$ cat src/logic/sched_pkg.sv
/*
 * warp scheduler package
 * sizes, start PC, warp-control op enum and payload union,
 * branch, fetch request and divergence stack entry structs
 */
`default_nettype none

package sched_pkg;

    localparam int NUM_WARPS    = 4;
    localparam int NW_WIDTH     = 2;
    localparam int NUM_THREADS  = 4;
    localparam int PC_BITS      = 30;
    localparam int STACK_DEPTH  = 4;
    localparam int SP_WIDTH     = $clog2(STACK_DEPTH);
    localparam int NUM_BARRIERS = 4;
    localparam int BAR_ID_WIDTH = 2;
    localparam int PEND_WIDTH   = 8;

    // word address, byte 0x800
    localparam logic [PC_BITS-1:0] START_PC = 30'h0000_0200;

    // split is the widest member and sets the payload size
    localparam int CTL_PAYLOAD_BITS = 1 + 2 * NUM_THREADS + PC_BITS;

    typedef enum logic [2:0] {
        WCTL_TMC    = 3'd0,
        WCTL_WSPAWN = 3'd1,
        WCTL_SPLIT  = 3'd2,
        WCTL_JOIN   = 3'd3,
        WCTL_BAR    = 3'd4
    } warp_ctl_op_e;

    typedef struct packed {
        logic [CTL_PAYLOAD_BITS-NUM_THREADS-1:0] pad;
        logic [NUM_THREADS-1:0]                  tmask;
    } tmc_payload_t;

    typedef struct packed {
        logic [CTL_PAYLOAD_BITS-NUM_WARPS-PC_BITS-1:0] pad;
        logic [NUM_WARPS-1:0]                          wmask;
        logic [PC_BITS-1:0]                            pc;
    } wspawn_payload_t;

    typedef struct packed {
        logic                   is_dvg;
        logic [NUM_THREADS-1:0] then_tmask;
        logic [NUM_THREADS-1:0] else_tmask;
        logic [PC_BITS-1:0]     else_pc;
    } split_payload_t;

    typedef struct packed {
        logic [CTL_PAYLOAD_BITS-BAR_ID_WIDTH-NW_WIDTH-1:0] pad;
        logic [BAR_ID_WIDTH-1:0]                           id;
        // expected warp count minus one
        logic [NW_WIDTH-1:0]                               size_m1;
    } bar_payload_t;

    typedef struct packed {
        logic [CTL_PAYLOAD_BITS-1:0] pad;
    } join_payload_t;

    // one word, read according to the op
    typedef union packed {
        tmc_payload_t    tmc;
        wspawn_payload_t wspawn;
        split_payload_t  split;
        bar_payload_t    bar;
        join_payload_t   sjoin;
    } warp_ctl_payload_u;

    typedef struct packed {
        logic              valid;
        logic [NW_WIDTH-1:0] wid;
        warp_ctl_op_e      op;
        warp_ctl_payload_u payload;
    } warp_ctl_t;

    typedef struct packed {
        logic                valid;
        logic [NW_WIDTH-1:0] wid;
        logic                taken;
        logic [PC_BITS-1:0]  dest;
    } branch_t;

    typedef struct packed {
        logic [NW_WIDTH-1:0]    wid;
        logic [NUM_THREADS-1:0] tmask;
        logic [PC_BITS-1:0]     pc;
    } sched_req_t;

    typedef struct packed {
        logic                   is_else;
        logic [NUM_THREADS-1:0] tmask;
        logic [PC_BITS-1:0]     pc;
    } dvs_entry_t;

endpackage

`default_nettype wire

$ cat src/logic/pending_counter.sv
/*
 * in-flight instruction counter with empty flag
 */
`timescale 1ns/1ps
`default_nettype none

module pending_counter (
    input  wire  clk,
    input  wire  reset,
    input  wire  incr,
    input  wire  decr,
    output logic empty
);
    import sched_pkg::*;

    logic [PEND_WIDTH-1:0] count;

    always_ff @(posedge clk) begin
        if (reset) begin
            count <= '0;
        end else if (incr && !decr) begin
            count <= count + PEND_WIDTH'(1);
        end else if (decr && !incr) begin
            count <= count - PEND_WIDTH'(1);
        end
    end

    assign empty = (count == '0);

endmodule

`default_nettype wire

$ cat src/logic/schedule_buffer.sv
/*
 * two-entry elastic buffer
 * registered output stage plus one skid entry
 */
`timescale 1ns/1ps
`default_nettype none

module schedule_buffer (
    input  wire                    clk,
    input  wire                    reset,
    input  sched_pkg::sched_req_t  in_data,
    input  wire                    in_valid,
    output logic                   in_ready,
    output sched_pkg::sched_req_t  out_data,
    output logic                   out_valid,
    input  wire                    out_ready
);
    import sched_pkg::*;

    sched_req_t skid_data;
    logic       skid_valid;
    logic       out_free;

    // output register can load this cycle
    assign out_free = out_ready || !out_valid;

    // only occupancy, no path from out_ready
    assign in_ready = !skid_valid;

    always_ff @(posedge clk) begin
        if (reset) begin
            out_valid  <= 1'b0;
            skid_valid <= 1'b0;
        end else if (out_free) begin
            out_valid  <= skid_valid || in_valid;
            skid_valid <= 1'b0;
        end else if (in_valid && in_ready) begin
            skid_valid <= 1'b1;
        end
    end

    always_ff @(posedge clk) begin
        if (out_free) begin
            out_data <= skid_valid ? skid_data : in_data;
        end else if (in_valid && in_ready) begin
            skid_data <= in_data;
        end
    end

endmodule

`default_nettype wire

$ cat src/logic/split_join_stack.sv
/*
 * divergence stack, one per warp
 * split pushes, join pops; the popped entry is registered
 */
`timescale 1ns/1ps
`default_nettype none

module split_join_stack (
    input  wire                    clk,
    input  wire                    reset,
    input  sched_pkg::warp_ctl_t   warp_ctl,
    input  wire [sched_pkg::NUM_THREADS-1:0] cur_tmask,
    output logic                   join_valid,
    output logic [sched_pkg::NW_WIDTH-1:0] join_wid,
    output logic                   join_is_dvg,
    output sched_pkg::dvs_entry_t  join_entry
);
    import sched_pkg::*;

    dvs_entry_t stack_mem [NUM_WARPS][STACK_DEPTH];
    // clear marks a uniform-split marker
    logic       stack_dvg [NUM_WARPS][STACK_DEPTH];

    logic [NUM_WARPS-1:0][SP_WIDTH:0] stack_ptr;

    logic              split_req;
    logic              join_req;
    logic              is_dvg;
    logic [SP_WIDTH:0] cur_ptr;
    logic [SP_WIDTH-1:0] push_idx;
    logic [SP_WIDTH-1:0] push2_idx;
    logic [SP_WIDTH-1:0] pop_idx;
    dvs_entry_t        restore_entry;
    dvs_entry_t        else_entry;

    assign split_req = warp_ctl.valid && (warp_ctl.op == WCTL_SPLIT);
    assign join_req  = warp_ctl.valid && (warp_ctl.op == WCTL_JOIN);
    assign is_dvg    = warp_ctl.payload.split.is_dvg;

    assign cur_ptr   = stack_ptr[warp_ctl.wid];
    assign push_idx  = cur_ptr[SP_WIDTH-1:0];
    assign push2_idx = SP_WIDTH'(push_idx + SP_WIDTH'(1));
    assign pop_idx   = SP_WIDTH'(cur_ptr - (SP_WIDTH + 1)'(1));

    // restore entry goes below the else entry
    assign restore_entry.is_else = 1'b0;
    assign restore_entry.tmask   = cur_tmask;
    assign restore_entry.pc      = '0;

    assign else_entry.is_else = 1'b1;
    assign else_entry.tmask   = warp_ctl.payload.split.else_tmask;
    assign else_entry.pc      = warp_ctl.payload.split.else_pc;

    always_ff @(posedge clk) begin
        if (reset) begin
            stack_ptr  <= '0;
            join_valid <= 1'b0;
        end else begin
            join_valid <= join_req;
            if (split_req) begin
                stack_ptr[warp_ctl.wid] <= cur_ptr + (is_dvg ? (SP_WIDTH + 1)'(2)
                                                             : (SP_WIDTH + 1)'(1));
            end else if (join_req) begin
                stack_ptr[warp_ctl.wid] <= cur_ptr - (SP_WIDTH + 1)'(1);
            end
        end
    end

    always_ff @(posedge clk) begin
        if (split_req) begin
            stack_mem[warp_ctl.wid][push_idx] <= restore_entry;
            stack_dvg[warp_ctl.wid][push_idx] <= is_dvg;
            if (is_dvg) begin
                stack_mem[warp_ctl.wid][push2_idx] <= else_entry;
                stack_dvg[warp_ctl.wid][push2_idx] <= 1'b1;
            end
        end
        if (join_req) begin
            join_wid    <= warp_ctl.wid;
            join_entry  <= stack_mem[warp_ctl.wid][pop_idx];
            join_is_dvg <= stack_dvg[warp_ctl.wid][pop_idx];
        end
    end

endmodule

`default_nettype wire

$ cat src/logic/barrier_unit.sv
/*
 * barrier unit
 * per-id arrival masks, registered release mask
 */
`timescale 1ns/1ps
`default_nettype none

module barrier_unit (
    input  wire                  clk,
    input  wire                  reset,
    input  sched_pkg::warp_ctl_t warp_ctl,
    input  wire [sched_pkg::NUM_WARPS-1:0] active_warps,
    output logic                 unlock_valid,
    output logic [sched_pkg::NUM_WARPS-1:0] unlock_mask
);
    import sched_pkg::*;

    logic [NUM_BARRIERS-1:0][NUM_WARPS-1:0] arrived;
    logic                    bar_req;
    logic [BAR_ID_WIDTH-1:0] bar_id;
    logic [NUM_WARPS-1:0]    next_mask;
    logic [NW_WIDTH:0]       next_cnt;
    logic                    release_bar;

    assign bar_req = warp_ctl.valid && (warp_ctl.op == WCTL_BAR);
    assign bar_id  = warp_ctl.payload.bar.id;

    // exited warps fall out of the count
    assign next_mask = (arrived[bar_id] | (NUM_WARPS'(1) << warp_ctl.wid)) & active_warps;

    always_comb begin
        next_cnt = '0;
        for (int i = 0; i < NUM_WARPS; i++) begin
            next_cnt = next_cnt + (NW_WIDTH + 1)'(next_mask[i]);
        end
    end

    assign release_bar = bar_req
        && (next_cnt == (NW_WIDTH + 1)'(warp_ctl.payload.bar.size_m1) + (NW_WIDTH + 1)'(1));

    always_ff @(posedge clk) begin
        if (reset) begin
            arrived      <= '0;
            unlock_valid <= 1'b0;
            unlock_mask  <= '0;
        end else begin
            for (int b = 0; b < NUM_BARRIERS; b++) begin
                arrived[b] <= arrived[b] & active_warps;
            end
            unlock_valid <= release_bar;
            if (bar_req) begin
                // last arrival empties the barrier
                arrived[bar_id] <= release_bar ? '0 : next_mask;
            end
            if (release_bar) begin
                unlock_mask <= next_mask;
            end
        end
    end

endmodule

`default_nettype wire

$ cat src/logic/warp_scheduler.sv
/*
 * warp scheduler top
 * per-warp active/stall/mask/PC state, warp-control handling,
 * lowest-ready warp selection and the busy flag
 */
`timescale 1ns/1ps
`default_nettype none

module warp_scheduler (
    input  wire                  clk,
    input  wire                  reset,
    input  sched_pkg::warp_ctl_t warp_ctl,
    input  sched_pkg::branch_t   branch,
    input  wire                  decode_unlock,
    input  wire [sched_pkg::NW_WIDTH-1:0] decode_wid,
    input  wire                  issue_fire,
    input  wire                  commit_fire,
    input  wire                  sched_ready,
    output sched_pkg::sched_req_t sched_out,
    output logic                 sched_valid,
    output logic                 busy
);
    import sched_pkg::*;

    logic [NUM_WARPS-1:0] active_warps, active_warps_n;
    logic [NUM_WARPS-1:0] stalled_warps, stalled_warps_n;
    logic [NUM_WARPS-1:0][NUM_THREADS-1:0] thread_masks, thread_masks_n;
    logic [NUM_WARPS-1:0][PC_BITS-1:0]     warp_pcs, warp_pcs_n;

    // pending wspawn, applied once a single warp is left
    logic                 wspawn_valid;
    logic [NUM_WARPS-1:0] wspawn_wmask;
    logic [PC_BITS-1:0]   wspawn_pc;
    logic [NW_WIDTH-1:0]  wspawn_wid;
    logic                 is_single_warp;
    logic [NW_WIDTH:0]    active_cnt;

    logic                 join_valid;
    logic [NW_WIDTH-1:0]  join_wid;
    logic                 join_is_dvg;
    dvs_entry_t           join_entry;

    logic                 bar_unlock_valid;
    logic [NUM_WARPS-1:0] bar_unlock_mask;

    logic [NUM_WARPS-1:0] ready_warps;
    logic                 sel_valid;
    logic [NW_WIDTH-1:0]  sel_wid;
    sched_req_t           sel_req;
    logic                 sel_ready;
    logic                 sched_fire;
    logic                 pend_empty;

    logic tmc_req, wspawn_req, split_req;

    assign tmc_req    = warp_ctl.valid && (warp_ctl.op == WCTL_TMC);
    assign wspawn_req = warp_ctl.valid && (warp_ctl.op == WCTL_WSPAWN);
    assign split_req  = warp_ctl.valid && (warp_ctl.op == WCTL_SPLIT);

    always_comb begin
        active_cnt = '0;
        for (int i = 0; i < NUM_WARPS; i++) begin
            active_cnt = active_cnt + (NW_WIDTH + 1)'(active_warps[i]);
        end
    end

    always_comb begin
        active_warps_n  = active_warps;
        stalled_warps_n = stalled_warps;
        thread_masks_n  = thread_masks;
        warp_pcs_n      = warp_pcs;

        if (decode_unlock) begin
            stalled_warps_n[decode_wid] = 1'b0;
        end

        if (wspawn_valid && is_single_warp) begin
            active_warps_n = active_warps_n | wspawn_wmask;
            for (int i = 0; i < NUM_WARPS; i++) begin
                if (wspawn_wmask[i]) begin
                    thread_masks_n[i] = NUM_THREADS'(1);
                    warp_pcs_n[i]     = wspawn_pc;
                end
            end
            stalled_warps_n[wspawn_wid] = 1'b0;
        end

        // a zero mask retires the warp
        if (tmc_req) begin
            active_warps_n[warp_ctl.wid]  = (warp_ctl.payload.tmc.tmask != '0);
            thread_masks_n[warp_ctl.wid]  = warp_ctl.payload.tmc.tmask;
            stalled_warps_n[warp_ctl.wid] = 1'b0;
        end

        if (split_req) begin
            if (warp_ctl.payload.split.is_dvg) begin
                thread_masks_n[warp_ctl.wid] = warp_ctl.payload.split.then_tmask;
            end
            stalled_warps_n[warp_ctl.wid] = 1'b0;
        end

        // else entry redirects the PC, restore entry only the mask
        if (join_valid) begin
            if (join_is_dvg) begin
                if (join_entry.is_else) begin
                    warp_pcs_n[join_wid] = join_entry.pc;
                end
                thread_masks_n[join_wid] = join_entry.tmask;
            end
            stalled_warps_n[join_wid] = 1'b0;
        end

        if (bar_unlock_valid) begin
            stalled_warps_n = stalled_warps_n & ~bar_unlock_mask;
        end

        if (branch.valid) begin
            if (branch.taken) begin
                warp_pcs_n[branch.wid] = branch.dest;
            end
            stalled_warps_n[branch.wid] = 1'b0;
        end

        // hold the warp until the pipeline answers
        if (sched_fire) begin
            stalled_warps_n[sel_wid] = 1'b1;
            warp_pcs_n[sel_wid]      = sel_req.pc + PC_BITS'(1);
        end
    end

    always_ff @(posedge clk) begin
        if (reset) begin
            active_warps    <= NUM_WARPS'(1);
            stalled_warps   <= '0;
            thread_masks    <= '0;
            thread_masks[0] <= NUM_THREADS'(1);
            warp_pcs        <= '0;
            warp_pcs[0]     <= START_PC;
            wspawn_valid    <= 1'b0;
            is_single_warp  <= 1'b1;
            busy            <= 1'b0;
        end else begin
            active_warps   <= active_warps_n;
            stalled_warps  <= stalled_warps_n;
            thread_masks   <= thread_masks_n;
            warp_pcs       <= warp_pcs_n;
            is_single_warp <= (active_cnt == (NW_WIDTH + 1)'(1));
            busy           <= (active_warps != '0) || !pend_empty;
            if (wspawn_req) begin
                wspawn_valid <= 1'b1;
            end else if (wspawn_valid && is_single_warp) begin
                wspawn_valid <= 1'b0;
            end
        end
    end

    always_ff @(posedge clk) begin
        if (wspawn_req) begin
            wspawn_wmask <= warp_ctl.payload.wspawn.wmask;
            wspawn_pc    <= warp_ctl.payload.wspawn.pc;
            wspawn_wid   <= warp_ctl.wid;
        end
    end

    // lowest ready warp wins
    assign ready_warps = active_warps & ~stalled_warps;
    assign sel_valid   = (ready_warps != '0);

    always_comb begin
        sel_wid = '0;
        for (int i = NUM_WARPS - 1; i >= 0; i--) begin
            if (ready_warps[i]) begin
                sel_wid = NW_WIDTH'(i);
            end
        end
    end

    assign sel_req.wid   = sel_wid;
    assign sel_req.tmask = thread_masks[sel_wid];
    assign sel_req.pc    = warp_pcs[sel_wid];
    assign sched_fire    = sel_valid && sel_ready;

    barrier_unit bar_unit_i (
        .clk          (clk),
        .reset        (reset),
        .warp_ctl     (warp_ctl),
        .active_warps (active_warps),
        .unlock_valid (bar_unlock_valid),
        .unlock_mask  (bar_unlock_mask)
    );

    split_join_stack split_join_i (
        .clk         (clk),
        .reset       (reset),
        .warp_ctl    (warp_ctl),
        .cur_tmask   (thread_masks[warp_ctl.wid]),
        .join_valid  (join_valid),
        .join_wid    (join_wid),
        .join_is_dvg (join_is_dvg),
        .join_entry  (join_entry)
    );

    schedule_buffer out_buf_i (
        .clk       (clk),
        .reset     (reset),
        .in_data   (sel_req),
        .in_valid  (sel_valid),
        .in_ready  (sel_ready),
        .out_data  (sched_out),
        .out_valid (sched_valid),
        .out_ready (sched_ready)
    );

    pending_counter pend_cnt_i (
        .clk   (clk),
        .reset (reset),
        .incr  (issue_fire),
        .decr  (commit_fire),
        .empty (pend_empty)
    );

endmodule

`default_nettype wire

$ cat config.mk
export PLATFORM = sky130hd
export DESIGN_NAME = warp_scheduler
export DESIGN_NICKNAME = d
export VERILOG_FILES = /design/src/logic/sched_pkg.sv /design/src/logic/pending_counter.sv /design/src/logic/schedule_buffer.sv /design/src/logic/split_join_stack.sv /design/src/logic/barrier_unit.sv /design/src/logic/warp_scheduler.sv
export SDC_FILE = /design/constraint.sdc
export NUM_CORES = 2
export LEC_CHECK = 0
export BUFFER_PORTS_ARGS = -buffer_cell sky130_fd_sc_hd__buf_2
export CAP_MARGIN = 20
export CORE_ASPECT_RATIO = 0.9
export CORE_MARGIN = 3
export CORE_UTILIZATION = 55
export DETAILED_ROUTE_END_ITERATION = 8
export PLACE_DENSITY = 0.69
export SLEW_MARGIN = 40
export SYNTH_ARGS = -nofsm -noshare
export SYNTH_HDL_FRONTEND = slang
export SYNTH_HIERARCHICAL = 1
export SYNTH_SLANG_ARGS = --single-unit
$ cat constraint.sdc
create_clock -name clk -period 7 [get_ports clk]
set_input_delay 1.05 -clock clk [delete_from_list [all_inputs] [get_ports clk]]
set_output_delay 1.05 -clock clk [all_outputs]
set_load 0.03 [all_outputs]
# [After elaboration in Yosys (flattened, before gate mapping)]
# Memories as Yosys holds them, arrays and structs flattened.
# Cells that the tools add are included.
[classes] addsub=13 bitwise=171 shift=1 n_mux=256 n_reduce_logical=37 order_cmp=19 div_mod_pow=0 n_eq_ne=6 n_mul=0
[ops] op="120-bit 2-to-1 mux" n=7
[ops] op="120-bit bitwise mux" n=3
[ops] op="140-bit 2-to-1 mux" n=2
[ops] op="30-bit 2-to-1 mux" n=8
[ops] op="30-bit demux with 2-bit select" n=3
[ops] op="1-bit 2-to-1 mux" n=159
[ops] op="1-bit bitwise OR" n=144
[ops] op="35-bit demux with 2-bit select" n=2
[ops] op="35-bit 2-to-1 mux" n=4
[ops] op="16-bit 2-to-1 mux" n=7
[ops] op="4-bit 2-to-1 mux" n=23
[ops] op="35-bit binary-select mux with 2-bit select" n=1
[ops] op="16-bit bitwise mux" n=4
[ops] op="30-bit binary-select mux with 2-bit select" n=1
[ops] op="4-bit AND" n=13
[ops] op="36-bit 2-to-1 mux" n=1
[ops] op="30-bit by 1-bit adder with 30-bit output (second input constant)" n=1
[ops] op="4-bit inverter" n=7
[ops] op="4-bit binary-select mux with 2-bit select" n=3
[ops] op="12-bit bitwise mux" n=2
[ops] op="4-bit demux with 2-bit select" n=3
[ops] op="12-bit 2-to-1 mux" n=2
[ops] op="2-bit by 3-bit less-than comparator with 1-bit output (second input constant)" n=7
[ops] op="1-bit logical AND" n=19
[ops] op="other kinds (36)" n=77
[totals] word_cells=546 mem_count=2 output_inout_bits=38 mem_bits_ro=0 ram_bits=576 latch_bits=0 register_bits=337 input_bits=87
[memory_table] memory="split_join_i.stack_mem" depth=4 width=140 read_ports=1 rd_clocked_by_memory_dff=0 wr=1 line_no="split_join_stack.sv:20" rtl="dvs_entry_t stack_mem [NUM_WARPS][STACK_DEPTH];"
[memory_table] memory="split_join_i.stack_dvg" depth=4 width=4 read_ports=1 rd_clocked_by_memory_dff=0 wr=1 line_no="split_join_stack.sv:22" rtl="logic stack_dvg [NUM_WARPS][STACK_DEPTH];"

# [Logic depth before layout (Yosys ltp)]
[depth] depth_word=21 mapped_depth=14 mapped_depth_nobuf=11

# [Modules after synthesis]
# Netlist, hierarchy kept.
[by_module_without_submodules] mod="split_join_stack" cells_per_inst=1071 instances=1 area_per_inst_um2=24503.5
[by_module_without_submodules] mod="warp_scheduler" cells_per_inst=1458 instances=1 area_per_inst_um2=12368.1
[by_module_without_submodules] mod="schedule_buffer" cells_per_inst=120 instances=1 area_per_inst_um2=2706.3
[by_module_without_submodules] mod="barrier_unit" cells_per_inst=107 instances=1 area_per_inst_um2=1143.6
[by_module_without_submodules] mod="pending_counter" cells_per_inst=75 instances=1 area_per_inst_um2=651.9

# [Worst setup path after synthesis]
# OpenSTA, ideal clock, no wires.
[synth_timing] kind="input-to-reg" from="in warp_ctl[42] in the netlist's numbering" to="mem split_join_i/stack_dvg[0][1] in the netlist's numbering (enable)" path_slack_ns=1.365 cell_stages=8 n_path_buf=3 t_arrival_ns=5.161 setup_ns=0.474 path_cell_list="buf_6 mux4_2 buf_2 buf_2 ha_1 nor4b_4 a21oi_1 nor3_1"
[synth_between] elab_chain_len=10
[synth_rtl] element="start, declared" line_no="warp_scheduler.sv:12" rtl="input sched_pkg::warp_ctl_t warp_ctl,"
[synth_rtl] element="3-bit binary-select mux with 2-bit select" line_no="split_join_stack.sv:40" rtl="assign cur_ptr = stack_ptr[warp_ctl.wid];"
[synth_rtl] element="3-bit 2-to-1 mux (not written as such)" line_no="split_join_stack.sv:40"
[synth_rtl] element="2-bit by 1-bit adder with 2-bit output" line_no="split_join_stack.sv:42" rtl="assign push2_idx = SP_WIDTH'(push_idx + SP_WIDTH'(1));"
[synth_rtl] element="2-bit inverter with 3-bit output (not written as such)" line_no="split_join_stack.sv:75" rtl="stack_dvg[warp_ctl.wid][push2_idx] <= 1'b1;"
[synth_rtl] element="3-bit greater-or-equal comparator (not written as such) or 3-bit by 1-bit less-than comparator with 1-bit output (tied branches)" line_no="split_join_stack.sv:75"
[synth_rtl] element="1-bit logical AND (not written as such)" line_no="split_join_stack.sv:75"
[synth_rtl] element="1-bit 2-to-1 mux (not written as such)" line_no="split_join_stack.sv:75"
[synth_rtl] element="1-bit demux with 2-bit select" line_no="split_join_stack.sv:75"
[synth_rtl] element="4-bit 2-to-1 mux (not written as such)" line_no="split_join_stack.sv:75"
[synth_rtl] element="1-bit bitwise OR (no source line)"
[synth_rtl] element="end, declared" line_no="split_join_stack.sv:22"
# Parallel ways exist; a longest one is shown, timed or not. The select of a mux whose other input is x is not followed.

# [Worst setup path after layout]
[layout_timing] from="in warp_ctl[42] in the netlist's numbering" to="mem split_join_i/stack_mem[0][87] in the netlist's numbering (enable)"
[layout_between] elab_chain_len=10
[layout_rtl] element="3-bit binary-select mux with 2-bit select" line_no="split_join_stack.sv:40"
[layout_rtl] element="3-bit 2-to-1 mux (not written as such)" line_no="split_join_stack.sv:40"
[layout_rtl] element="2-bit by 1-bit adder with 2-bit output" line_no="split_join_stack.sv:42"
[layout_rtl] element="2-bit inverter with 3-bit output (not written as such)" line_no="split_join_stack.sv:74" rtl="stack_mem[warp_ctl.wid][push2_idx] <= else_entry;"
[layout_rtl] element="3-bit greater-or-equal comparator (not written as such) or 3-bit by 1-bit less-than comparator with 1-bit output (tied branches)" line_no="split_join_stack.sv:74"
[layout_rtl] element="1-bit logical AND (not written as such)" line_no="split_join_stack.sv:74"
[layout_rtl] element="35-bit 2-to-1 mux (not written as such)" line_no="split_join_stack.sv:74"
[layout_rtl] element="35-bit demux with 2-bit select" line_no="split_join_stack.sv:74"
[layout_rtl] element="140-bit 2-to-1 mux (not written as such)" line_no="split_join_stack.sv:74"
[layout_rtl] element="1-bit bitwise OR (no source line)"
[layout_rtl] element="end, declared" line_no="split_join_stack.sv:20"
# Parallel ways exist; a longest one is shown, timed or not. The select of a mux whose other input is x is not followed.

==> insert_results.sql <==
INSERT INTO impl_metrics (metric_group, metric, value, unit) VALUES
('outcome', 'run_status', 'finished clean', ''),
('worst_setup_path', 'r2r-start', 'active_warps[0]', ''),
('synth', 'synthesis_stage_register_bit_count', '909', ''),
('cells_and_area', 'flow.area_growth_from_synthesis', '11.86', '%'),
('die', 'initial_standard_cell_utilization_of_the_core', '0.5602', ''),
('synth', 'synth_cell_type_count', '93', ''),
('grt', 'grt_pass1_vias', '26370', ''),
('pwr', 'leak', '15.84', 'nW'),
('flow_run', 'timing.max_cap.violations', '0', ''),
('worst_setup_path', 'worst-setup-path-type', 'in2reg', ''),
('placement', 'post-place-ws', '1692', 'ps'),
('drt', 'detail_route.wirelength', '110600', 'um'),
('worst_setup_path', 'worst-path-buf-inv', '4', ''),
('synth', 'postSynthNetCount', '2941', ''),
('cells_and_area', 'final_layout_size_suffix_gt1_frac', '0.2208', ''),
('timing', 'layout_worst_path_cycle_share', '0.6615', ''),
('worst_setup_path', 'reg2reg_to', 'warp_pcs[58]', ''),
('cells_and_area', 'layoutNonFillerInstCount', '3941', ''),
('cts', 'clkSlewWorstSetupHoldPaths', '60', 'ps'),
('die', 'fp.dieH', '266.2', 'um'),
('timing', 'slew_headroom', '0.4365', ''),
('synth', 'synthFlopType', 'edfxtp_1', ''),
('drt', 'detail_route.first_pass.iterations', '6', ''),
('worst_setup_path', 'slack_of_the_worst_reg_to_reg_path', '2570', 'ps'),
('worst_setup_path', 'timing.critical_path.required', '7290', 'ps'),
('worst_setup_path', 'timing.reg2reg.worst_path_depth', '11', ''),
('placement', 'detailedPlacementHpwl', '72330', 'um'),
('cts', 'cts_post_setup_buffers_inserted', '0', ''),
('timing', 'setup-violations-final', '0', ''),
('drt', 'detailedRoute.firstIterationViolations', '3804', ''),
('cts', 'post_cts.resized_instances', '0', ''),
('pwr', 'worst_vdd_ir', '0.2306', 'mV'),
('hold_path', 'hold_path.startpoint', 'split_join_i/stack_ptr[6]', ''),
('cts', 'cts_num_sinks', '909', ''),
('grt', 'grt_pass1_wl', '166500', 'um'),
('drt', 'num_vias', '26900', ''),
('synth', 'number_of_flops_mapped_to_enable_cells_by_yosys', '722', ''),
('drt', 'drtAntennaViolNets', '0', ''),
('synth', 'synth_sequential_area_ratio', '0.6145', ''),
('timing', 'finalSetupTns', '0', 'ps'),
('worst_setup_path', 'setup.worst_path.end_class', 'register', ''),
('timing', 'final-max-slew-violation-count', '0', ''),
('cts', 'postCtsHoldBufs', '0', ''),
('placement', 'placed_cells', '3766', ''),
('synth', 'synthMostInstantiatedCell', 'edfxtp_1', ''),
('cts', 'clk-insertion-delay-late', '660', 'ps'),
('die', 'fp-row-count', '94', ''),
('die', 'floorplan.core_area', '73860', 'um^2'),
('grt', 'grt_start_max_net_pins', '81', ''),
('die', 'fp.dieW', '295.1', 'um'),
('drt', 'routed_via_density', '6.825', ''),
('hold_path', 'worst_hold_path.endpoint', 'split_join_i/stack_ptr[6]', ''),
('cts', 'numCtsBuffers', '91', ''),
('cells_and_area', 'finalNetCount', '3011', ''),
('worst_setup_path', 'path_max_fanout', '61', ''),
('worst_setup_path', 'timing.critical_path.slowest_stage_cell', 'mux4_4', ''),
('synth', 'synthTopCellsByArea', 'edfxtp_1, mux4_2, dfxtp_1', ''),
('cells_and_area', 'filler_cell_count', '5378', ''),
('synth', 'synth_largest_area_cell', 'edfxtp_1', ''),
('synth', 'syn-instance-count', '2831', ''),
('timing', 'timing.final.ws_setup', '2369', 'ps'),
('die', 'floorplan.die_area', '78560', 'um^2'),
('timing', 'final_hold_slack', '474.2', 'ps'),
('placement', 'port_buffer_count', '124', ''),
('timing', 'final_hold_viol_count', '0', ''),
('synth', 'yosys_warn_count', '6', ''),
('grt', 'overflow', '0', ''),
('worst_setup_path', 'cp_top_family', 'buffers and inverters', ''),
('die', 'floorplan.io_pins', '125', ''),
('worst_setup_path', 'critical-path-max-stage-delay', '1070', 'ps'),
('hold_path', 'hold_class', 'reg2reg', '');
[power breakdown]
part	internal (W)	total (W)	switching, W
sequential	0.00592	0.00600	0.0000841
clock	0.00278	0.00488	0.00210
combinational	0.000351	0.000971	0.000620
[tightest hold or removal path: cells and delay by family (launching register included)]
family	cells	cell delay, ps
flip-flops	1	310
AND/OR/NAND/NOR	1	60
multiplexers	1	60
[metrics by stage]
step / cell area, um^2 / total power (W)
after global placement: 42710 / 0.007023
after floorplan: 41370 / 0.006760
after detailed placement: 43200 / 0.007063
after global routing: 46280 / 0.01222
after CTS: 46200 / 0.01191
final: 46280 / 0.01185
[worst max-delay path by stage]
stage                     slack (ps)                       endpoint         start  depth (start not counted)
after detailed placement        1690  split_join_i/stack_mem[0][89]  warp_ctl[42]                          9
after floorplan                 1370   split_join_i/stack_dvg[0][1]  warp_ctl[42]                          8
after CTS                       2360  split_join_i/stack_mem[0][87]  warp_ctl[42]                          9
final                           2370  split_join_i/stack_mem[0][87]  warp_ctl[42]                          9
after global placement          1520  split_join_i/stack_mem[1][53]  warp_ctl[43]                          7
after global routing            2160  split_join_i/stack_mem[0][81]  warp_ctl[42]                          9
[area by class of cell]
cell class	instances	area [um^2]	area share
Clock buffer	103	2322	0.05018
Multi-Input combinational cell	1680	15020	0.3246
Sequential cell	909	25430	0.5494
Tap cell	960	1201	0.02595
Clock inverter	64	685.7	0.01482
Inverter	27	101.3	0.002190
Timing Repair Buffer	192	1508	0.03258
Antenna cell	6	15.01	0.0003244
[layout by cell type, fill, tap and decap left out, types with 57 or more instances in the layout]
cell type  count
a211oi_1     311
a21oi_1       57
and2_1       121
buf_2        121
clkbuf_16     92
dfxtp_1      186
edfxtp_1     722
mux2i_1      139
mux4_2       187
nand2_1       60
nor2_1       258
nor3_1        66
[registers in the layout, indices dropped and copies added, names as in the netlist, 2 cells and up]
register and cells:
active_warps 4, bar_unit_i/arrived 16, bar_unit_i/unlock_mask 4, out_buf_i/out_data 36
out_buf_i/skid_data 36, pend_cnt_i/count 8, split_join_i/join_entry 35, split_join_i/join_wid 2
split_join_i/stack_dvg 16, split_join_i/stack_mem 560, split_join_i/stack_ptr 8, stalled_warps 4
thread_masks 16, warp_pcs 120, wspawn_pc 30, wspawn_wid 2
wspawn_wmask 4
[logic make-up (layout without fill, tap and decap cells)]
kind of cell,Yosys count,count (layout),share of synthesized area
xor+xnor,30,30,0.006351
compound gates,512,512,0.09345
flops,909,909,0.6145
other cells,0,6,0
simple gates,732,732,0.09717
buf+inv,242,386,0.02837
mux,383,383,0.1527
fa+ha+maj,23,23,0.007500
[per-layer routing]
metal / wire length, um / vias to the layer above / global-route usage / share of wire
met4: 2681 / 0 / 0.08372 / 0.024
met5: 0 / - / 0 / 0
met1: 46050 / 13620 / 0.4251 / 0.42
met3: 12100 / 233 / 0.05651 / 0.11
met2: 49800 / 1628 / 0.4206 / 0.45
li1: - / 11410 / - / -
Note: power is estimated with default switching activity, not from simulation.
